### config.mk
export PLATFORM = sky130hd
export DESIGN_NAME = lsu_store_unit
export DESIGN_NICKNAME = d
export VERILOG_FILES = /design/src/lsu_pkg.sv /design/src/lsu_store_unit.sv
export VERILOG_INCLUDE_DIRS = /design/src
export SDC_FILE = /design/constraint.sdc
export NUM_CORES = 1
export LEC_CHECK = 0
export BUFFER_PORTS_ARGS = -buffer_cell sky130_fd_sc_hd__buf_2
export CAP_MARGIN = 20
export CORE_AREA = 2 2 145 147
export DETAILED_ROUTE_END_ITERATION = 16
export DIE_AREA = 0 0 147 149
export PLACE_DENSITY_LB_ADDON = 0.15
export REMOVE_ABC_BUFFERS = 1
export SLEW_MARGIN = 20
export SYNTH_ARGS = -nofsm -noshare
export SYNTH_HDL_FRONTEND = slang
export SYNTH_SLANG_ARGS = --single-unit
### constraint.sdc
create_clock -name vclk -period 1.2
set_input_delay 0.18 -clock vclk [all_inputs]
set_output_delay 0.18 -clock vclk [all_outputs]
set_load 0.03 [all_outputs]
### src/lsu_macros.svh
// LSU configuration
// datapath widths, RAM depth, pipe depths and exception cause codes
`ifndef LSU_MACROS_SVH
`define LSU_MACROS_SVH

// datapath and address space
`define LSU_XLEN            64
`define LSU_SV              39

// tightly coupled data RAM, in 64-bit words
`define LSU_RAM_DEPTH       64

// scoreboard tag
`define LSU_TRANS_ID_BITS   3

// output register depths
`define LSU_LOAD_PIPE_REGS  1
`define LSU_STORE_PIPE_REGS 1

// RISC-V exception causes
`define LSU_CAUSE_LD_MISALIGNED 6'd4
`define LSU_CAUSE_LD_ACCESS     6'd5
`define LSU_CAUSE_ST_MISALIGNED 6'd6
`define LSU_CAUSE_ST_ACCESS     6'd7

`endif

### src/lsu_pkg.sv
// LSU shared types
// operation codes, pipeline records and operator classification
`include "lsu_macros.svh"

package lsu_pkg;

    // ------------------------------------------------------------
    // operations
    // ------------------------------------------------------------
    // NOP sits at zero so a cleared record decodes as idle
    typedef enum logic [3:0] {
        NOP = 4'd0,
        LB  = 4'd1,
        LH  = 4'd2,
        LW  = 4'd3,
        LD  = 4'd4,
        LBU = 4'd5,
        LHU = 4'd6,
        LWU = 4'd7,
        SB  = 4'd8,
        SH  = 4'd9,
        SW  = 4'd10,
        SD  = 4'd11
    } lsu_op_e;

    // word index into the data RAM
    typedef logic [$clog2(`LSU_RAM_DEPTH)-1:0] ram_addr_t;

    // ------------------------------------------------------------
    // pipeline records
    // ------------------------------------------------------------
    typedef struct packed {
        lsu_op_e                       operator;
        logic [`LSU_XLEN-1:0]          operand_a;
        logic [`LSU_XLEN-1:0]          operand_b;
        logic [`LSU_XLEN-1:0]          imm;
        logic [`LSU_TRANS_ID_BITS-1:0] trans_id;
    } fu_data_t;

    typedef struct packed {
        logic                          valid;
        logic [`LSU_XLEN-1:0]          vaddr;
        logic                          overflow;
        logic [`LSU_XLEN-1:0]          wdata;
        logic [`LSU_XLEN/8-1:0]        be;
        lsu_op_e                       operator;
        logic [`LSU_TRANS_ID_BITS-1:0] trans_id;
    } lsu_ctrl_t;

    typedef struct packed {
        logic                 valid;
        logic [5:0]           cause;
        logic [`LSU_XLEN-1:0] tval;
    } exception_t;

    typedef struct packed {
        logic                          valid;
        logic [`LSU_TRANS_ID_BITS-1:0] trans_id;
        logic [`LSU_XLEN-1:0]          result;
        exception_t                    ex;
    } load_resp_t;

    typedef struct packed {
        logic                          valid;
        logic [`LSU_TRANS_ID_BITS-1:0] trans_id;
        exception_t                    ex;
    } store_resp_t;

    // ------------------------------------------------------------
    // operator helpers
    // ------------------------------------------------------------
    function automatic logic is_load(lsu_op_e op);
        return op inside {LB, LH, LW, LD, LBU, LHU, LWU};
    endfunction

    // log2 of the access size in bytes
    function automatic logic [1:0] op_size(lsu_op_e op);
        case (op)
            LB, LBU, SB: return 2'd0;
            LH, LHU, SH: return 2'd1;
            LW, LWU, SW: return 2'd2;
            default:     return 2'd3;
        endcase
    endfunction

endpackage

### src/lsu_store_unit.sv
// LSU store unit
// aligns store data to its byte lanes, writes the RAM and forms the store response
`timescale 1ns/1ps
`include "lsu_macros.svh"

module lsu_store_unit import lsu_pkg::*; (
    input  lsu_ctrl_t              ctrl_i,
    input  logic                   valid_i,
    input  exception_t             ex_i,
    output logic                   ram_we_o,
    output logic [`LSU_XLEN/8-1:0] ram_be_o,
    output ram_addr_t              ram_addr_o,
    output logic [`LSU_XLEN-1:0]   ram_wdata_o,
    output store_resp_t            resp_o
);

    logic [5:0] lane_shift;

    // byte offset in bits
    assign lane_shift = {ctrl_i.vaddr[2:0], 3'b000};

    // ------------------------------------------------------------
    // RAM write port
    // ------------------------------------------------------------
    // faulting stores leave memory alone
    assign ram_we_o    = valid_i && !ex_i.valid;
    assign ram_be_o    = ctrl_i.be;
    assign ram_addr_o  = ctrl_i.vaddr[3 +: $bits(ram_addr_t)];
    assign ram_wdata_o = ctrl_i.wdata << lane_shift;

    // ------------------------------------------------------------
    // response
    // ------------------------------------------------------------
    always_comb begin
        resp_o.valid    = valid_i;
        resp_o.trans_id = ctrl_i.trans_id;
        resp_o.ex       = ex_i;
    end

endmodule

**Word-level counts from Yosys, hierarchy flattened**

Index checks and enable logic that the tools add are counted.

- $add $sub $neg: 0
- $mul: 0
- Div/mod/pow operators: 0
- $lt $le $gt $ge: 0
- Eq/ne operators: 0
- Shift-type cells: 1
- Muxes and demuxes: 0
- Bitwise gates (word level): 0
- Reduce and logical (&&, ||, !) cells: 2

Operator list:

| kind | number |
|---|---|
| $shl 64x6->64 | 1 |
| $logic_and 1x1->1 | 1 |
| $logic_not 1->1 | 1 |

- Flip-flop bits (word level): 0
- Latch bits: 0
- Bits in writable memories: 0
- Memory bits (read-only): 0
- Logic and storage cells: 3
- Memories kept: 0

**Logic depth before layout (Yosys ltp)**

- Word-level depth: 2
- Depth in mapped cells: 7

**Worst setup path after synthesis**

Ideal clock, no wire load.

- Path type: input port to output port
- From: input port ctrl_i[80] in the netlist's numbering
- To: output port ram_wdata_o[49]
- Arrival time: 1,612 ps
- Data required time: 1,020 ps
- Setup slack: -592 ps
- Stages on the path: 5
- Cells stage by stage: buf_6 buf_8 buf_4 a2bb2oi_1 a221oi_1

- Cells in the longest elaborated chain, start to end: 1

Ends and longest elaborated chain:

| what | RTL line | RTL |
|---|---|---|
| start: declaration | lsu_store_unit.sv:7 | `input lsu_ctrl_t ctrl_i,` |
| $shl 64x6->64 | lsu_store_unit.sv:29 | `assign ram_wdata_o = ctrl_i.wdata << lane_shift;` |
| end: declaration | lsu_store_unit.sv:13 | `` output logic [`LSU_XLEN-1:0] ram_wdata_o, `` |

Every way passes these cells.

**Final worst setup path**

- From: input port ctrl_i[80] in the netlist's numbering
- To: output port ram_wdata_o[59]

Same word-level chain as after synthesis.

==> metrics.yaml <==
status: "finished, violations left"
violations: "negative setup slack"
syn_avg_cell_area_um2: 7.878
routed_wirelength_um: 25380
finalHoldViolations: 0
synth.distinct_cells: 25
io_buffer_count: 136
die_y_um: 149
synth_top_area_share_pct: 27.35
synth_compound_area_share_pct: 20.64
post_drt_wl_per_cell_um: 34.30
cts_hold_buf: 0
sequential_cell_total: 0
hold_path_class: "input port to output port"
core.rowCount: 53
end_kind: "output port"
num-clock-buffers: 0
synth_area_leaders: "buf_4, mux2i_1, mux4_2, nor2b_1, o21ai_0"
clock.fmax_mhz: 647.3
leakagePower_nw: 2.151
routed-via-count: 3106
synth.area.mux_share_pct: 32.16
setup_viol: 64
grt_overflow: 0
synth_xor_area_share_pct: 0
slew_viol_final: 0
yosys-top-cells-count: "buf_4, mux2i_1, o21ai_0"
area_delta_synth_final_pct: 92.06
worstMarginPinSlew_ps: 287.4
worstPathMaxFanout: 6
die_x_um: 147
startpoint_type: "input port"
crit_required_ps: 1020
dpl_worst_slack_ps: -481.6
dieArea_um2: 21900
setup_ws_ps: -344.9
antenna_left: 0
syn_area_um2: 2552
core-area_um2: 20560
synth_top_family_by_area: "buffers and inverters"
p_total_w: 0.002420
multiInputGateArea_um2: 2236
firstDrtPassIters: 4
drt_iter0_drc: 67
grt_antenna_before_repair: 1
seq_area_frac_synth_pct: 0
grt_pass1_vias: 3136
synthCells: 324
holdWs_ps: 360.3
place_area_um2: 3440
drc_errors: 0
grt.total_usage_pct: 21.75
yosysTopAreaCell: "buf_4"
synth_adder_area_share_pct: 0
endpoint: "ram_wdata_o[59]"
start_util_pct: 12.42
grt_pass1_wl_um: 31660
grt_setup_unrepaired: "true"
nNetsFinal: 683
ioPinCount: 371
via_per_inst: 4.197
worst-setup-path-type: "input port to output port"
grt_max_degree: 19
seqCellArea_um2: 0
ir_worst_vdd_mv: 0.1763
drv_cap: 0
yosysWarnings: 0
cp.arrival_ps: 1360
slew_headroom_pct: 80.29
synthSimpleGateAreaFrac_pct: 13.38
crit_start: "ctrl_i[80]"
power.density_nw_per_um2: 493.7
layout-drive-gt1-share_pct: 75.65
globalplace.congestion: 1.152
final_area_um2: 4902
dp_hpwl_um: 22160
synth.most_common_cell: "buf_4"
finalCritPeriodShare_pct: 128.7
final.min_clock_period_ps: 1545
fillerInstances: 2300
[cells in the final DEF, fill, tap and decap left out, types with 5 or more instances in the layout]
master / count
o21a_1: 8
nor2_2: 6
o22a_1: 8
buf_12: 9
buf_4: 102
o221ai_2: 6
buf_8: 11
mux4_2: 8
a2bb2oi_2: 6
nor2b_1: 9
a221oi_2: 8
mux2i_2: 7
mux2i_4: 13
nand3b_1: 8
buf_6: 58
and2_1: 8
o21ai_0: 5
nor2_4: 9
a211oi_2: 8
nor2b_2: 6
mux2i_1: 44
o21ai_1: 14
buf_2: 70
o21ai_2: 5
[per-stage QoR]
step           util (%)  std cells  TNS (ps)
5_1_grt           23.85        740    -15250
3_3_place_gp      16.73        706    -21720
2_1_floorplan         -        207    -10700
4_1_cts           21.71        724    -12110
6_report          23.85        740    -12580
3_5_place_dp      16.73        706    -21490
[worst min path at each step]
stage	startpoint	end	slack [ps]	cells past startpoint
floorplan	ctrl_i[83]	ram_addr_o[0]	360	0
global placement	ctrl_i[88]	ram_addr_o[5]	360	0
detailed placement	ctrl_i[88]	ram_addr_o[5]	360	0
CTS	ctrl_i[88]	ram_addr_o[5]	360	0
global route	ex_i[6]	resp_o[6]	360	0
finish	ctrl_i[88]	ram_addr_o[5]	360	0
[cells by family after synthesis]
| logic type | after synthesis |
|---|---|
| AND/OR/NAND/NOR | 63 |
| buffers and inverters | 117 |
| AO/OA/AOI/OAI | 72 |
| multiplexers | 72 |
[power by group]
part | leakage, nW | switching (W) | internal [W]
registers | 0 | 0 | 0
logic | 2.15 | 0.00122 | 0.00120
clock network | 0.00000634 | 0 | 0.000000000111
total | 2.15 | 0.00122 | 0.00120
[what timing repair did]
action                                  in CTS  in global routing
pin swaps                                   19                 17
endpoints found under the setup margin      64                 64
buffers inserted                            12                 17
gates cloned                                 6                  1
resized for setup                          214                 83
[critical path, stage by stage]
cell and delay [ps]:
buf_12 120, buf_6 140, mux4_2 530, nand2_1 90, o221ai_1 110, buf_4 200
[layout make-up]
type,count,share of cell area [%]
Tap cell,275,7.019
Multi-Input combinational cell,207,45.61
Timing Repair Buffer,257,47.32
Antenna cell,1,0.05105
[per-layer routing]
metal	global-route usage, %	up-vias	routed length (um)
li1	-	1385	-
met5	3.182	-	80
met4	10.43	2	1679
met2	40.26	274	12700
met3	16.91	34	4436
met1	15.93	1411	6492
(Power assumes the default switching activity.)
