[src/lsu_macros.svh]
// LSU configuration
// datapath widths, RAM depth, pipe depths and exception cause codes
`ifndef LSU_MACROS_SVH
`define LSU_MACROS_SVH

// datapath and address space
`define LSU_XLEN            64
`define LSU_SV              39

// tightly coupled data RAM, in 64-bit words
`define LSU_RAM_DEPTH       64

// scoreboard tag
`define LSU_TRANS_ID_BITS   3

// output register depths
`define LSU_LOAD_PIPE_REGS  1
`define LSU_STORE_PIPE_REGS 1

// RISC-V exception causes
`define LSU_CAUSE_LD_MISALIGNED 6'd4
`define LSU_CAUSE_LD_ACCESS     6'd5
`define LSU_CAUSE_ST_MISALIGNED 6'd6
`define LSU_CAUSE_ST_ACCESS     6'd7

`endif

[src/lsu_pkg.sv]
// LSU shared types
// operation codes, pipeline records and operator classification
`include "lsu_macros.svh"

package lsu_pkg;

    // ------------------------------------------------------------
    // operations
    // ------------------------------------------------------------
    // NOP sits at zero so a cleared record decodes as idle
    typedef enum logic [3:0] {
        NOP = 4'd0,
        LB  = 4'd1,
        LH  = 4'd2,
        LW  = 4'd3,
        LD  = 4'd4,
        LBU = 4'd5,
        LHU = 4'd6,
        LWU = 4'd7,
        SB  = 4'd8,
        SH  = 4'd9,
        SW  = 4'd10,
        SD  = 4'd11
    } lsu_op_e;

    // word index into the data RAM
    typedef logic [$clog2(`LSU_RAM_DEPTH)-1:0] ram_addr_t;

    // ------------------------------------------------------------
    // pipeline records
    // ------------------------------------------------------------
    typedef struct packed {
        lsu_op_e                       operator;
        logic [`LSU_XLEN-1:0]          operand_a;
        logic [`LSU_XLEN-1:0]          operand_b;
        logic [`LSU_XLEN-1:0]          imm;
        logic [`LSU_TRANS_ID_BITS-1:0] trans_id;
    } fu_data_t;

    typedef struct packed {
        logic                          valid;
        logic [`LSU_XLEN-1:0]          vaddr;
        logic                          overflow;
        logic [`LSU_XLEN-1:0]          wdata;
        logic [`LSU_XLEN/8-1:0]        be;
        lsu_op_e                       operator;
        logic [`LSU_TRANS_ID_BITS-1:0] trans_id;
    } lsu_ctrl_t;

    typedef struct packed {
        logic                 valid;
        logic [5:0]           cause;
        logic [`LSU_XLEN-1:0] tval;
    } exception_t;

    typedef struct packed {
        logic                          valid;
        logic [`LSU_TRANS_ID_BITS-1:0] trans_id;
        logic [`LSU_XLEN-1:0]          result;
        exception_t                    ex;
    } load_resp_t;

    typedef struct packed {
        logic                          valid;
        logic [`LSU_TRANS_ID_BITS-1:0] trans_id;
        exception_t                    ex;
    } store_resp_t;

    // ------------------------------------------------------------
    // operator helpers
    // ------------------------------------------------------------
    function automatic logic is_load(lsu_op_e op);
        return op inside {LB, LH, LW, LD, LBU, LHU, LWU};
    endfunction

    // log2 of the access size in bytes
    function automatic logic [1:0] op_size(lsu_op_e op);
        case (op)
            LB, LBU, SB: return 2'd0;
            LH, LHU, SH: return 2'd1;
            LW, LWU, SW: return 2'd2;
            default:     return 2'd3;
        endcase
    endfunction

endpackage

[src/lsu_agu.sv]
// LSU address generation unit
// computes the effective address, Sv39 overflow flag and byte enables, then registers them
`timescale 1ns/1ps
`include "lsu_macros.svh"

module lsu_agu import lsu_pkg::*; (
    input  logic      clk_i,
    input  logic      rst_ni,
    input  logic      valid_i,
    input  fu_data_t  fu_data_i,
    output lsu_ctrl_t ctrl_o
);

    logic [`LSU_XLEN-1:0]   vaddr;
    logic                   overflow;
    logic [`LSU_XLEN/8-1:0] be;
    lsu_ctrl_t              ctrl_d;

    // mask of size bytes, moved up to the byte offset
    function automatic logic [`LSU_XLEN/8-1:0] be_gen(logic [2:0] offset, logic [1:0] size);
        logic [`LSU_XLEN/8-1:0] mask;
        case (size)
            2'd0:    mask = 8'h01;
            2'd1:    mask = 8'h03;
            2'd2:    mask = 8'h0f;
            default: mask = 8'hff;
        endcase
        return mask << offset;
    endfunction

    // ------------------------------------------------------------
    // address and overflow
    // ------------------------------------------------------------
    assign vaddr = $unsigned($signed(fu_data_i.operand_a) + $signed(fu_data_i.imm));

    // upper bits must be a sign extension of bit 38
    assign overflow = !((&vaddr[`LSU_XLEN-1:`LSU_SV-1]) || !(|vaddr[`LSU_XLEN-1:`LSU_SV-1]));

    assign be = be_gen(vaddr[2:0], op_size(fu_data_i.operator));

    always_comb begin
        ctrl_d.valid    = valid_i;
        ctrl_d.vaddr    = vaddr;
        ctrl_d.overflow = overflow;
        ctrl_d.wdata    = fu_data_i.operand_b;
        ctrl_d.be       = be;
        ctrl_d.operator = fu_data_i.operator;
        ctrl_d.trans_id = fu_data_i.trans_id;
    end

    // ------------------------------------------------------------
    // stage 1 register
    // ------------------------------------------------------------
    always_ff @(posedge clk_i or negedge rst_ni) begin
        if (!rst_ni) begin
            ctrl_o <= '0;
        end else begin
            ctrl_o <= ctrl_d;
        end
    end

endmodule

[config.mk]
export PLATFORM = sky130hd
export DESIGN_NAME = lsu_agu
export DESIGN_NICKNAME = d
export VERILOG_FILES = /design/src/lsu_pkg.sv /design/src/lsu_agu.sv
export VERILOG_INCLUDE_DIRS = /design/src
export SDC_FILE = /design/constraint.sdc
export NUM_CORES = 1
export LEC_CHECK = 0
export BUFFER_PORTS_ARGS = -buffer_cell sky130_fd_sc_hd__buf_2
export CAP_MARGIN = 20
export CORE_AREA = 2 2 134 136
export CTS_CLUSTER_DIAMETER = 60
export DETAILED_ROUTE_END_ITERATION = 12
export DIE_AREA = 0 0 136 138
export HOLD_SLACK_MARGIN = 0.02
export PLACE_DENSITY_LB_ADDON = 0.15
export SYNTH_ARGS = -nofsm -noshare
export SYNTH_HDL_FRONTEND = slang
export SYNTH_SLANG_ARGS = --single-unit
[constraint.sdc]
create_clock -name clk_i -period 1 [get_ports clk_i]
set_input_delay 0.1 -clock clk_i [delete_from_list [all_inputs] [get_ports clk_i]]
set_output_delay 0.1 -clock clk_i [all_outputs]
set_load 0.05 [all_outputs]
==> metrics.md, run 1 <==
| Metric | Value |
|---|---|
| Outcome | aborted with a tool error |
| Failed at | global routing |
| Error | [ERROR GRT-0232] Routing congestion too high. Check the congestion heatmap in the GUI. |
| Total number of yosys warnings | 0 |
| Ys async rst share | 1.000 |
| Mean Syn Cell Area | 9.235 um2 |
| Placed Area | 13,460 um2 |
| Placed insts | 1,801 |
| GR Util All Layers | 0.9620 |
| Compound-cell area share of the yosys netlist | 0.2206 |
| Mux cell area share after synthesis | 0.004996 |
| Initial core utilization | 0.4856 |
| Die Y | 138 um |
| Clock tree root driver cell | clkbuf_16 |
| Die X | 136 um |
| Num CTS Buffers | 17 |
| Dpl ws | -2.324 ns |
| Num ports | 347 |
| Max clock buf depth | 2 |
| Largest family of logic cells by synthesized area | compound AO/OA/AOI/OAI gates |
| Synth Area in XOR/XNOR | 0.04526 |
| Post-synth EDFFs | 0 |
| Global placement routability congestion | 1.001 |
| Synth area leader | dfrtp_1 |
| Synth Area in Adders | 0.09787 |
| Syn nets | 1,190 |
| Max H-tree Level | 4 |
| Syn Inst Count | 922 |
| Grt total ovfl | 1,266 |
| Top post-synthesis cells by count | dfrtp_1, a21oi_1, nor2_1, nand2_1, ha_1 |
| Synth top area share | 0.4262 |
| Hpwl dp | 29.82 mm |
| Synth area leaders | dfrtp_1, ha_1, a21oi_1 |
| Post-synthesis instance area | 8514 um2 |
| Simple-Gate Fraction of Synth Area | 0.1816 |
| Row cnt | 49 |
| Post-synth cell types | 70 |
| Sink Count | 145 |
| Most common cell in the netlist | dfrtp_1 |
| Largest net degree at the start of global routing | 40 |
| Seq cells post-synth | 145 |
| Sequential share of the synthesized area | 0.4262 |
| Top_reg_cell synth | dfrtp_1 |
| PortBufs | 346 |
[layer usage]
metal	GRT overflow	track usage
met5	0	0.3122
met4	288	1.100
met3	8	0.7103
met2	955	1.236
met1	15	0.8765
[repair_timing]
action	CTS
pin swaps	73
hold buffers	73
endpoints found under the hold margin	217
resized for setup	460
buffers inserted	27
setup endpoints to repair	214
[through the flow]
| stage | TNS [ns] | hold WS [ns] | utilization |
|---|---|---|---|
| 4_1_cts | -59.62 | 0.06492 | 0.9555 |
| 3_5_place_dp | -84.83 | 0.01891 | 0.7676 |
| 3_3_place_gp | -82.65 | 0.01844 | 0.7676 |
| 2_1_floorplan | -53.88 | -0.1956 | - |
[cells by family after synthesis]
kind of cell	Yosys count
multiplexers	4
XOR/XNOR	44
adder cells (fa/ha/maj)	66
buffers and inverters	51
AND/OR/NAND/NOR	322
flip-flops	145
AO/OA/AOI/OAI	290
==> run 2: changes to the inputs <==
CORE_AREA = 2 2 149 151   (was 2 2 134 136)
CTS_CLUSTER_DIAMETER = unset   (was 60)
DIE_AREA = 0 0 151 153   (was 0 0 136 138)
HOLD_SLACK_MARGIN = unset   (was 0.02)
==> run 2 against run 1 <==
Compared with the run above:
- the flow now finishes, with violations (negative setup slack)
- synthesized area unchanged
- synthesized cell count unchanged
==> metrics.md, run 2 <==
| Metric | Value |
|---|---|
| Synth top area share | 0.4262 |
| Row cnt | 54 |
| Hold Vio Cnt, Final | 0 |
| Clk slew on worst S/H paths | 0.08 ns |
| DR pass1 iterations | 7 |
| Max clock buf depth | 2 |
| Die Area | 23,100 um2 |
| Largest regs | ctrl_o: 145 flops |
| Synth Area in XOR/XNOR | 0.04526 |
| PortBufs | 346 |
| Worst Setup End Kind | flop |
| Num ports | 347 |
| Syn Inst Count | 922 |
| Rel. slew slack | 0.5885 |
| Slew Limit Fails | 0 |
| Max H-tree Level | 4 |
| CP arrival | 3.24 ns |
| Chain of cells forming the critical path | buf_6 -> ha_4 -> a21oi_4 -> a2111o_1 -> or4_4 -> a211oi_2 -> nor3_2 -> o311a_1 -> a311oi_4 -> buf_4 -> nor2_1 -> nand4bb_1 -> nor2_2 -> a31oi_1 |
| Slack of the critical path | -1.877 ns |
| Setup TNS | -73.09 ns |
| Compound-cell area share of the yosys netlist | 0.2206 |
| Max Freq | 347.6 MHz |
| Post-synth cell types | 70 |
| Ys async rst share | 1.000 |
| DR WL/cell | 23.68 um |
| GR Util All Layers | 0.3716 |
| Hold_ws | 0.05837 ns |
| Worst stage delay on the critical path | 0.53 ns |
| Tightest Pin Transition | 0.6107 ns |
| Starting DRT DRC Count | 727 |
| WS Path Type | in2reg |
| Most common cell in the netlist | dfrtp_1 |
| Nets | 1,994 |
| Vias in the first global route | 11,330 |
| Clock tree root driver cell | clkbuf_16 |
| Area Growth Syn to Fin | 108.6% |
| Pwr/cell area | 1586 nW/um2 |
| Critical Path Start Type | primary input |
| Vias per cell | 5.641 |
| Die Y | 153 um |
| Max cap viols | 0 |
| Crit path buf inv count | 2 |
| Initial core utilization | 0.3963 |
| Top post-synthesis cells by count | dfrtp_1, a21oi_1, nor2_1, nand2_1, ha_1 |
| Top_reg_cell synth | dfrtp_1 |
| Commonest non-fill, non-tap cell in the layout | buf_4 |
| Mux cell area share after synthesis | 0.004996 |
| Global-route wire length before repair | 64.90 mm |
| Outcome | complete, but fails checks |
| Commonest non-fill, non-tap cells in the layout | buf_4, buf_6, buf_2 |
| Hpwl dp | 30.07 mm |
| Residual DRC count | 0 |
| Max reg flops | 145 |
| Post-synth EDFFs | 0 |
| Synth area leader | dfrtp_1 |
| CTS tree | done |
| Num CTS Buffers | 17 |
| Total number of yosys warnings | 0 |
| Non-filler cells, final | 2,024 |
| Sink Count | 145 |
| Detail Route Antenna Nets | 0 |
| Share of cells above drive strength 1 | 0.5756 |
| Simple-Gate Fraction of Synth Area | 0.1816 |
| Leak Pwr | 8.210 nW |
| Largest net degree at the start of global routing | 51 |
| Synth Area in Adders | 0.09787 |
| Setup violations, final | 214 |
| Sequential share of the synthesized area | 0.4262 |
| Period minus WS final | 2.877 ns |
| Initial antenna violation count | 6 |
| Placed insts | 1,862 |
| Synth area leaders | dfrtp_1, ha_1, a21oi_1 |
| Failing checks | negative setup slack |
| Pwr Total | 28.18 mW |
| Reg with most FFs | ctrl_o |
| CP startpoint | fu_data_i[137] |
| VDD IR-drop max | 1.103 mV |
| Layout Utilization | 0.8267 |
| RSZ-0062 raised after global routing | true |
| Slowest CP cell | or4_4 |
| Grt total ovfl | 0 |
| HP Class | in2async |
| Family with the most delay on the worst path | compound AO/OA/AOI/OAI gates |
| Levels on crit path | 14 |
| Drt total wl | 47.93 mm |
| Seq cells post-synth | 145 |
| Syn nets | 1,190 |
| Fin crit share | 2.877 |
| Global placement routability congestion | 0.9545 |
| Via Count | 11,420 |
| Largest family of logic cells by synthesized area | compound AO/OA/AOI/OAI gates |
| Largest fanout on the critical path | 8 |
| WP data required | 1.37 ns |
| Mean Syn Cell Area | 9.235 um2 |
| Die X | 151 um |
| Post-synthesis instance area | 8514 um2 |
| Core area | 21,490 um2 |
| Critical Path Sink | ctrl_o[79]$_DFF_PN0_ |
## run 2: cell counts after synthesis
Identical to the previous run, type by type.
## run 2: worst min-delay path by stage
stage,endpoint,slack (ns),cells past startpoint
3_3_place_gp,ctrl_o[106]$_DFF_PN0_,-0.05,1
5_1_grt,ctrl_o[106]$_DFF_PN0_,0.06,2
4_1_cts,ctrl_o[106]$_DFF_PN0_,0.06,2
3_5_place_dp,ctrl_o[106]$_DFF_PN0_,-0.05,1
6_report,ctrl_o[106]$_DFF_PN0_,0.06,2
2_1_floorplan,ctrl_o[0]$_DFF_PN0_,-0.20,0
## run 2: timing repair
item                                   in CTS  in global routing
gates resized for setup                   451                139
pin swaps                                  86                 87
endpoints found under the hold margin     217                  0
hold buffers                               73                  0
setup endpoints to repair                 213                214
buffers inserted                           33                 44
## run 2: cell type report
class,instances,area (um2)
Clock buffer,17,425.4
Clock inverter,15,217.7
Antenna cell,5,12.51
Tap cell,280,350.3
Multi-Input combinational cell,726,6277
Fill cell,1202,3724
Timing Repair Buffer,820,6790
Inverter,16,60.06
Sequential cell,145,3628
## run 2: logic make-up after synthesis
logic type,Yosys count
mux,4
buf+inv,51
simple gates,322
compound gates,290
fa+ha+maj,66
flops,145
xor+xnor,44
## run 2: per-stage QoR
| stage | cell area, um2 | setup slack [ns] |
|---|---|---|
| 6_report | 17760 | -1.877 |
| 5_1_grt | 17760 | -1.921 |
| 4_1_cts | 16890 | -1.653 |
| 3_5_place_dp | 13600 | -2.393 |
| 3_3_place_gp | 13600 | -2.255 |
| 2_1_floorplan | 9066 | -1.821 |
## run 2: metal layers
| layer | share of wire | global-route usage |
|---|---|---|
| met1 | 0.36 | 0.4306 |
| met2 | 0.48 | 0.6210 |
| met4 | 0.070 | 0.2101 |
| met3 | 0.091 | 0.09463 |
| met5 | 0.0017 | 0 |
## run 2: where the power goes
| part | switching (mW) | total (mW) | internal (mW) |
|---|---|---|---|
| clock network | 3.25 | 7.32 | 4.07 |
| registers | 0.521 | 7.15 | 6.63 |
| logic | 7.82 | 13.7 | 5.89 |
No activity file was read; power rests on OpenSTA's default activity.
