### config.mk
export PLATFORM = sky130hd
export DESIGN_NAME = lsu_load_unit
export DESIGN_NICKNAME = d
export VERILOG_FILES = /design/src/lsu_pkg.sv /design/src/lsu_load_unit.sv
export VERILOG_INCLUDE_DIRS = /design/src
export SDC_FILE = /design/constraint.sdc
export NUM_CORES = 1
export LEC_CHECK = 0
export BUFFER_PORTS_ARGS = -buffer_cell sky130_fd_sc_hd__buf_2
export CORE_AREA = 2 2 169 171
export CTS_BUF_LIST = sky130_fd_sc_hd__clkbuf_16
export CTS_CLUSTER_DIAMETER = 40
export DETAILED_ROUTE_END_ITERATION = 10
export DIE_AREA = 0 0 171 173
export GPL_TIMING_DRIVEN = 0
export PLACE_DENSITY = 0.58
export SLEW_MARGIN = 20
export SYNTH_ARGS = -nofsm -noshare
export SYNTH_HDL_FRONTEND = slang
export SYNTH_SLANG_ARGS = --single-unit
export TNS_END_PERCENT = 30
### constraint.sdc
create_clock -name clk_i -period 2.41 [get_ports clk_i]
set_input_delay 0.482 -clock clk_i [delete_from_list [all_inputs] [get_ports clk_i]]
set_output_delay 0.482 -clock clk_i [all_outputs]
set_load 0.1 [all_outputs]
### src/lsu_macros.svh
// LSU configuration
// datapath widths, RAM depth, pipe depths and exception cause codes
`ifndef LSU_MACROS_SVH
`define LSU_MACROS_SVH

// datapath and address space
`define LSU_XLEN            64
`define LSU_SV              39

// tightly coupled data RAM, in 64-bit words
`define LSU_RAM_DEPTH       64

// scoreboard tag
`define LSU_TRANS_ID_BITS   3

// output register depths
`define LSU_LOAD_PIPE_REGS  1
`define LSU_STORE_PIPE_REGS 1

// RISC-V exception causes
`define LSU_CAUSE_LD_MISALIGNED 6'd4
`define LSU_CAUSE_LD_ACCESS     6'd5
`define LSU_CAUSE_ST_MISALIGNED 6'd6
`define LSU_CAUSE_ST_ACCESS     6'd7

`endif

### src/lsu_pkg.sv
// LSU shared types
// operation codes, pipeline records and operator classification
`include "lsu_macros.svh"

package lsu_pkg;

    // ------------------------------------------------------------
    // operations
    // ------------------------------------------------------------
    // NOP sits at zero so a cleared record decodes as idle
    typedef enum logic [3:0] {
        NOP = 4'd0,
        LB  = 4'd1,
        LH  = 4'd2,
        LW  = 4'd3,
        LD  = 4'd4,
        LBU = 4'd5,
        LHU = 4'd6,
        LWU = 4'd7,
        SB  = 4'd8,
        SH  = 4'd9,
        SW  = 4'd10,
        SD  = 4'd11
    } lsu_op_e;

    // word index into the data RAM
    typedef logic [$clog2(`LSU_RAM_DEPTH)-1:0] ram_addr_t;

    // ------------------------------------------------------------
    // pipeline records
    // ------------------------------------------------------------
    typedef struct packed {
        lsu_op_e                       operator;
        logic [`LSU_XLEN-1:0]          operand_a;
        logic [`LSU_XLEN-1:0]          operand_b;
        logic [`LSU_XLEN-1:0]          imm;
        logic [`LSU_TRANS_ID_BITS-1:0] trans_id;
    } fu_data_t;

    typedef struct packed {
        logic                          valid;
        logic [`LSU_XLEN-1:0]          vaddr;
        logic                          overflow;
        logic [`LSU_XLEN-1:0]          wdata;
        logic [`LSU_XLEN/8-1:0]        be;
        lsu_op_e                       operator;
        logic [`LSU_TRANS_ID_BITS-1:0] trans_id;
    } lsu_ctrl_t;

    typedef struct packed {
        logic                 valid;
        logic [5:0]           cause;
        logic [`LSU_XLEN-1:0] tval;
    } exception_t;

    typedef struct packed {
        logic                          valid;
        logic [`LSU_TRANS_ID_BITS-1:0] trans_id;
        logic [`LSU_XLEN-1:0]          result;
        exception_t                    ex;
    } load_resp_t;

    typedef struct packed {
        logic                          valid;
        logic [`LSU_TRANS_ID_BITS-1:0] trans_id;
        exception_t                    ex;
    } store_resp_t;

    // ------------------------------------------------------------
    // operator helpers
    // ------------------------------------------------------------
    function automatic logic is_load(lsu_op_e op);
        return op inside {LB, LH, LW, LD, LBU, LHU, LWU};
    endfunction

    // log2 of the access size in bytes
    function automatic logic [1:0] op_size(lsu_op_e op);
        case (op)
            LB, LBU, SB: return 2'd0;
            LH, LHU, SH: return 2'd1;
            LW, LWU, SW: return 2'd2;
            default:     return 2'd3;
        endcase
    endfunction

endpackage

### src/lsu_load_unit.sv
// LSU load unit
// issues RAM reads, then extracts and extends the loaded value into the load response
`timescale 1ns/1ps
`include "lsu_macros.svh"

module lsu_load_unit import lsu_pkg::*; (
    input  logic                 clk_i,
    input  logic                 rst_ni,
    input  lsu_ctrl_t            ctrl_i,
    input  logic                 valid_i,
    input  exception_t           ex_i,
    output logic                 ram_re_o,
    output ram_addr_t            ram_addr_o,
    input  logic [`LSU_XLEN-1:0] ram_rdata_i,
    output load_resp_t           resp_o
);

    // what travels alongside the RAM read
    typedef struct packed {
        logic                          valid;
        logic [2:0]                    offset;
        lsu_op_e                       operator;
        logic [`LSU_TRANS_ID_BITS-1:0] trans_id;
        exception_t                    ex;
    } ld_state_t;

    ld_state_t            state_q;
    logic [`LSU_XLEN-1:0] shifted;
    logic [`LSU_XLEN-1:0] extended;

    // ------------------------------------------------------------
    // read request
    // ------------------------------------------------------------
    assign ram_re_o   = valid_i && !ex_i.valid;
    assign ram_addr_o = ctrl_i.vaddr[3 +: $bits(ram_addr_t)];

    always_ff @(posedge clk_i or negedge rst_ni) begin
        if (!rst_ni) begin
            state_q <= '0;
        end else begin
            state_q.valid    <= valid_i;
            state_q.offset   <= ctrl_i.vaddr[2:0];
            state_q.operator <= ctrl_i.operator;
            state_q.trans_id <= ctrl_i.trans_id;
            state_q.ex       <= ex_i;
        end
    end

    // ------------------------------------------------------------
    // data extraction
    // ------------------------------------------------------------
    assign shifted = ram_rdata_i >> {state_q.offset, 3'b000};

    always_comb begin
        case (state_q.operator)
            LB:      extended = {{(`LSU_XLEN-8){shifted[7]}}, shifted[7:0]};
            LH:      extended = {{(`LSU_XLEN-16){shifted[15]}}, shifted[15:0]};
            LW:      extended = {{(`LSU_XLEN-32){shifted[31]}}, shifted[31:0]};
            LBU:     extended = {{(`LSU_XLEN-8){1'b0}}, shifted[7:0]};
            LHU:     extended = {{(`LSU_XLEN-16){1'b0}}, shifted[15:0]};
            LWU:     extended = {{(`LSU_XLEN-32){1'b0}}, shifted[31:0]};
            default: extended = shifted;
        endcase
    end

    always_comb begin
        resp_o.valid    = state_q.valid;
        resp_o.trans_id = state_q.trans_id;
        resp_o.ex       = state_q.ex;
        // faulting loads return zero
        resp_o.result   = (state_q.valid && !state_q.ex.valid) ? extended : '0;
    end

endmodule

# Word-level counts from Yosys, hierarchy flattened

Index checks and enable logic that the tools add are counted.

Register bits after elaboration: 82
Logic and storage cells: 20
Output and inout bits: 146

Reduce and logical (&&, ||, !) cells: 4
Equal/unequal tests: 6
Muxes and demuxes: 2
Shifts and indexed selects: 1

Operators by type and width:

| kind               | number |
|---|---|
| $pmux 64 s6        | 1 |
| $mux 64            | 1 |
| $shr 64x6->64      | 1 |
| $eq 4x3->1 const B | 3 |
| $eq 4x2->1 const B | 2 |
| $eq 4x1->1 const B | 1 |
| $logic_and 1x1->1  | 2 |
| $logic_not 1->1    | 2 |

# Longest topological paths before layout

Gate-level depths: netlist of the first run.

Depth in word-level cells: 3
Depth in mapped cells: 8
Gate-level depth less buffers: 4

# Least setup slack after synthesis of the first run

Ideal clock, no wire load.

Path kind: register to output
From: register state_q[79] (netlist name)
To: output resp_o[133] (netlist name)
Path slack: -1,387 ps
Path buffers: 3
Arrival: 3,315 ps
Stages on the path, launching flop included: 8
Cell sequence: dfrtp_1 -> buf_4 -> buf_4 -> or2_2 -> buf_2 -> nor3_1 -> nand2_1 -> a31oi_1

RTL lines:

| what            | line                | source |
|---|---|---|
| start, declared | lsu_load_unit.sv:27 | `ld_state_t state_q;` |
| end, declared   | lsu_load_unit.sv:15 | `output load_resp_t resp_o` |

==> flow_metrics.tcl, run 1 <==
set metrics [dict create \
    whs_ps 88.9 \
    rows 61 \
    cts_buffers 9 \
    dieArea_um2 29600 \
    dr.pass1.iters 4 \
    dp_hpwl_um 17900 \
    rsz0062_at_grt "yes" \
    outcome "finished with violations" \
    end_kind "output port" \
    grt_max_degree 51 \
    ir_drop_mv 0.462 \
    drtAntennaViolNets 0 \
    required_ps 1930 \
    p_sw_mw 2.06 \
    layout_commonest_cell "buf_2" \
    power_frac_seq_pct 29.4 \
    p_leak_nw 4.06 \
    routed_wl_um 22000 \
    slew_violations 0 \
    max_freq_mhz 322 \
    slew-limit-headroom_pct 56.7 \
    tightest_slew_ps 646 \
    seq_area_frac_synth_pct 39.8 \
    ys_ff_latch 82 \
    synth_xor_area_share_pct 0.170 \
    p_int_mw 2.93 \
    synthAdderAreaFrac_pct 0 \
    grt_pass1_vias 5455 \
    syn2layout_area_growth_pct 82.3 \
    syn_area_um2 5150 \
    syn_area_per_cell_um2 10.5 \
    fillerInstances 2801 \
    power_frac_clock_pct 28.7 \
    max_cap_violations 0 \
    grt_pass1_wl_um 33000 \
    cts_hold_buf 0 \
    timing.final.setup_violations 64 \
    ios 429 \
    violations "setup timing" \
    synth-compound-area-share_pct 12.7 \
    port_buffers 293 \
    fin_crit_ps 3110 \
    cts_root_buf "clkbuf_16" \
    worstSetupEndpoint "resp_o[123]" \
    cts_tree "yes" \
    startpoint "state_q[79]$_DFF_PN0_" \
    syn-instance-count 490 \
    synth_top_family_by_area "multiplexers" \
    clock_sinks 82 \
    comb_power_share_pct 41.8 \
    crit_type "reg -> out" \
    drive_above_1_share_pct 70.4 \
    critPathLaunchType "flip-flop" \
    synth-simple-area-share_pct 9.16 \
    drtIter0Drc 292 \
    die_w_um 171 \
    fin_crit_sh_pct 129 \
    crit_fanout 6 \
    setup_slack_ps -700 \
    die_h_um 173 \
    gp_congestion 0.884 \
    antenna_found_initial 9 \
    syn-num-nets 773 \
    switching_share_pct 41.2 \
    synth.distinct_cells 32 \
    wl_per_cell_um 18.4 \
    clock_path_buffers 2 \
    routed_via_density 4.21 \
    yosysWarningCount 0 \
    core_area_um2 27600 \
    cts_max_level 3 \
    remaining_drc_errors 0 \
    nets 1091 \
    via_count 5028 \
    track_usage_pct 14.9 \
    synth_mux_area_share_pct 22.1 \
    initial_core_util_pct 18.6 \
    grt_overflow 0 \
    power_density_nw_per_um2 532 \
    mostFrequentLayoutCells "buf_2 (232), buf_4 (106), dfrtp_1 (82)" \
    final-hold-violation-count 0 \
    finalPower_mw 4.99 \
    hp-class "in -> async" \
    clkTransAtPathRegs_ps 70 \
    arrival_ps 2630 \
]
worst min path at each step:
| stage | startpoint | end | depth (start not counted) |
|---|---|---|---|
| after floorplan | rst_ni | resp_o[0]$_DFF_PN0_ | 0 |
| after global placement | ex_i[29] | resp_o[29]$_DFF_PN0_ | 1 |
| after detailed placement | rst_ni | resp_o[69]$_DFF_PN0_ | 1 |
| after CTS | rst_ni | resp_o[137]$_DFF_PN0_ | 1 |
| after global routing | rst_ni | resp_o[32]$_DFF_PN0_ | 1 |
| final | rst_ni | resp_o[137]$_DFF_PN0_ | 1 |
power by group through the flow:
stage          clock network [mW]  registers [mW]  logic (mW)
2_1_floorplan                   0            1.49        1.46
3_3_place_gp                    0            1.50        1.88
3_5_place_dp                    0            1.50        1.90
4_1_cts                      1.48            1.47        2.08
5_1_grt                      1.54            1.48        2.17
6_report                     1.43            1.47        2.09
critical path, stage by stage (launching register included):
cell and delay, ps:
dfrtp_1 380, buf_6 140, mux2_4 290, mux4_2 490, a22oi_2 180, buf_6 150, buf_12 130, buf_12 100
buf_12 120, a31oi_4 110, buf_12 190
cell usage after synthesis:
| master | instances | share of area, % |
|---|---|---|
| a21oi_1 | 31 | 3.0 |
| a22o_1 | 8 | 1.4 |
| a22oi_2 | 1 | 0.24 |
| a31oi_1 | 32 | 3.9 |
| and3_1 | 1 | 0.12 |
| buf_1 | 2 | 0.15 |
| buf_2 | 12 | 1.2 |
| buf_4 | 85 | 12 |
| buf_6 | 4 | 0.87 |
| clkbuf_1 | 19 | 1.4 |
| dfrtp_1 | 82 | 40 |
| inv_1 | 1 | 0.073 |
| inv_2 | 1 | 0.073 |
| mux2_1 | 3 | 0.66 |
| mux2_2 | 17 | 3.7 |
| mux2i_1 | 37 | 7.2 |
| mux4_2 | 24 | 10 |
| nand2_1 | 71 | 5.2 |
| nand2b_1 | 9 | 1.1 |
| nor2_1 | 3 | 0.22 |
| nor2b_1 | 5 | 0.61 |
| nor3_1 | 3 | 0.29 |
| nor3b_1 | 1 | 0.15 |
| nor4b_1 | 1 | 0.17 |
| nor4bb_1 | 1 | 0.19 |
| o211ai_1 | 9 | 1.3 |
| o21ba_2 | 1 | 0.19 |
| o2bb2ai_1 | 14 | 2.4 |
| o31ai_1 | 2 | 0.29 |
| or2_2 | 8 | 0.97 |
| or3b_2 | 1 | 0.17 |
| xor2_1 | 1 | 0.17 |
layout make-up:
cell class	instances	area [um^2]	area share, %
sequential	82	2050	21.9
clock inverter	7	82.6	0.879
tap	378	473	5.04
antenna	4	10.0	0.107
multi-input combinational	284	3110	33.1
buffer	121	966	10.3
clock buffer	9	225	2.40
inverter	2	7.51	0.0799
timing repair buffer	308	2460	26.2
sequential cells by signal, summed over array words and instances, names as in the netlist:
| register | cells |
|---|---|
| state_q | 7 |
| resp_o | 75 |
metal layers:
layer  wire length (um)  vias up  track usage (%)
met5                 58        -                0
met4                455       10             4.27
met3               2400       36             5.49
met2              10600      288             24.9
met1               8540     2385             17.8
li1                   -     2309                -
cells by family (layout without fill, tap and decap cells):
group           Yosys count  after routing
buf+inv                 124            447
simple gates            104            104
compound gates           98             98
flops                    82             82
mux                      81             81
xor+xnor                  1              1
other cells               0              4
repair_timing:
action | in CTS | in global routing
gates resized for setup | 267 | 5
pin swaps | 17 | 5
gates cloned | 2 | 0
endpoints found under the setup margin | 64 | 64
setup buffers | 10 | 2
stage by stage:
stage | instance area (um^2) | TNS (ps) | utilization [%] | setup WS, ps | cells
final | 9390 | -37240 | 34.0 | -700 | 1195
after global routing | 9380 | -41420 | 34.0 | -756 | 1192
after CTS | 9350 | -38180 | 33.9 | -714 | 1189
after detailed placement | 7960 | -40480 | 28.8 | -830 | 1162
after global placement | 7930 | -41260 | 28.7 | -870 | 1161
after floorplan | 5990 | -17750 | - | -398 | 490
Power figures use the tool's default switching activity.
==> run 2: changes to the inputs <==
Settings changed: BUFFER_PORTS_ARGS -buffer_cell sky130_fd_sc_hd__buf_2 to unset, DONT_BUFFER_PORTS set to 1, PLACE_DENSITY 0.58 to 0.44.
==> run 2 against run 1 <==
Net effect:
- the run still ends with setup timing left
- worst setup slack got worse by 58 ps
- worst hold slack worse by 42 ps
- clock power decreased by 8%
- highest routed layer unchanged
==> flow_metrics.tcl, run 2 (synthesis results as in run 1) <==
set metrics [dict create \
    cts_root_buf "clkbuf_16" \
    fin_crit_ps 3170 \
    outcome "finished with violations" \
    syn2layout_area_growth_pct 45.6 \
    routed_wl_um 21100 \
    tightest_slew_ps 1060 \
    layout_commonest_cell "buf_4" \
    p_leak_nw 2.81 \
    routed_via_density 4.51 \
    mostFrequentLayoutCells "buf_4 (94), dfrtp_1 (81), nand2_1 (67)" \
    drtAntennaViolNets 0 \
    hp-class "in -> async" \
    track_usage_pct 13.9 \
    required_ps 1930 \
    slew-limit-headroom_pct 28.9 \
    initial_core_util_pct 18.6 \
    grt_pass1_wl_um 30400 \
    max_cap_violations 0 \
    nets 805 \
    remaining_drc_errors 0 \
    arrival_ps 2690 \
    via_count 4094 \
    setup_slack_ps -758 \
    antenna_found_initial 5 \
    fin_crit_sh_pct 131 \
    fin_util_pct 27.1 \
    crit_top_cell "buf_12" \
    grt_max_degree 83 \
    grt_overflow 0 \
    grt_pass1_vias 4574 \
    drive_above_1_share_pct 57.1 \
    die_h_um 173 \
    rows 61 \
    clkTransAtPathRegs_ps 70 \
    clock_path_buffers 2 \
    power_density_nw_per_um2 610 \
    dp_hpwl_um 16700 \
    port_buffers 0 \
    ir_drop_mv 0.720 \
    crit_slowest_cell "a21oi_4" \
    tns_ps -41330 \
    ios 429 \
    violations "setup timing" \
    final-hold-violation-count 0 \
    postPlaceCellArea_um2 6530 \
    cts_tree "yes" \
    core_area_um2 27600 \
    finalPower_mw 4.57 \
    startpoint "state_q[79]$_DFF_PN0_" \
    end_kind "output port" \
    cts_buffers 9 \
    max_stage_delay_ps 580 \
    largest_register_ffs 75 \
    clock_sinks 82 \
    die_w_um 171 \
    fin_area_um2 7500 \
    dieArea_um2 29600 \
    drtIter0Drc 171 \
    slew_violations 0 \
    timing.final.setup_violations 64 \
    rsz0062_at_grt "yes" \
    cts_max_level 3 \
    critPathLaunchType "flip-flop" \
    crit_path_cell_trace "buf_6 > buf_12 > buf_12 > mux2i_2 > mux4_2 > or2_4 > a21oi_4" \
    crit_fanout 10 \
    crit_type "reg -> out" \
    max_freq_mhz 316 \
    wl_per_cell_um 23.3 \
    gp_congestion 0.851 \
    dr.pass1.iters 4 \
]
## run 2: cell count changes in the layout (fill, tap and decap cells not counted), moves of 12 or more
cell | before | now
buf_12 | 56 | 13
a21oi_4 | 19 | 31
buf_2 | 232 | 0
a21oi_2 | 12 | 0
buf_4 | 106 | 94
## run 2: critical path: cells and delay by family (launching register included)
kind,cells,cell delay [ps]
buffers and inverters,3,450
and+or+nand+nor,1,260
DFF,1,390
AOI/OAI and AO/OA,1,580
muxes,2,660
## run 2: through the flow
stage	hold WS [ps]	setup WS (ps)	cells
floorplan	186	-398	490
global placement	189	-1320	868
detailed placement	188	-1140	868
CTS	39.7	-774	898
global route	58.7	-808	906
finish	47.0	-758	907
## run 2: cell type report
class	count	area [um^2]
fill	2851	20100
tap	378	473
sequential	82	2050
multi-input combinational	284	3270
buffer	121	1090
clock inverter	7	58.8
timing repair buffer	22	309
inverter	2	10.0
clock buffer	9	225
antenna	2	5.00
## run 2: final timing paths
| path | slack, ps | depth (start not counted) | to |
|---|---|---|---|
| worst max-delay path | -760 | 7 | resp_o[82] |
| worst min-delay path | 50 | 1 | resp_o[42]$_DFF_PN0_ |
| max in group asynchronous | 2050 | 1 | state_q[75]$_DFF_PN0_ |
| min in group clk_i | 170 | 0 | resp_o[32]$_DFF_PN0_ |
## run 2: what timing repair did
action	CTS	global route
setup buffers	12	5
gates resized for setup	99	23
pin swaps	35	21
endpoints found under the setup margin	64	64
endpoints found under the hold margin	82	0
cloned	2	2
hold buffers	1	0
## run 2: power by group
group / switching (mW) / internal (mW) / total (mW)
combinational: 1.32 / 0.459 / 1.78
sequential: 0.0305 / 1.45 / 1.48
clock: 0.596 / 0.716 / 1.31
## run 2: routing by layer
layer / track usage [%] / up-vias / routed length, um
met5: 0 / - / 30
met4: 5.90 / 4 / 635
met3: 4.99 / 35 / 2370
met2: 24.4 / 285 / 10700
met1: 15.0 / 2026 / 7380
li1: - / 1744 / -
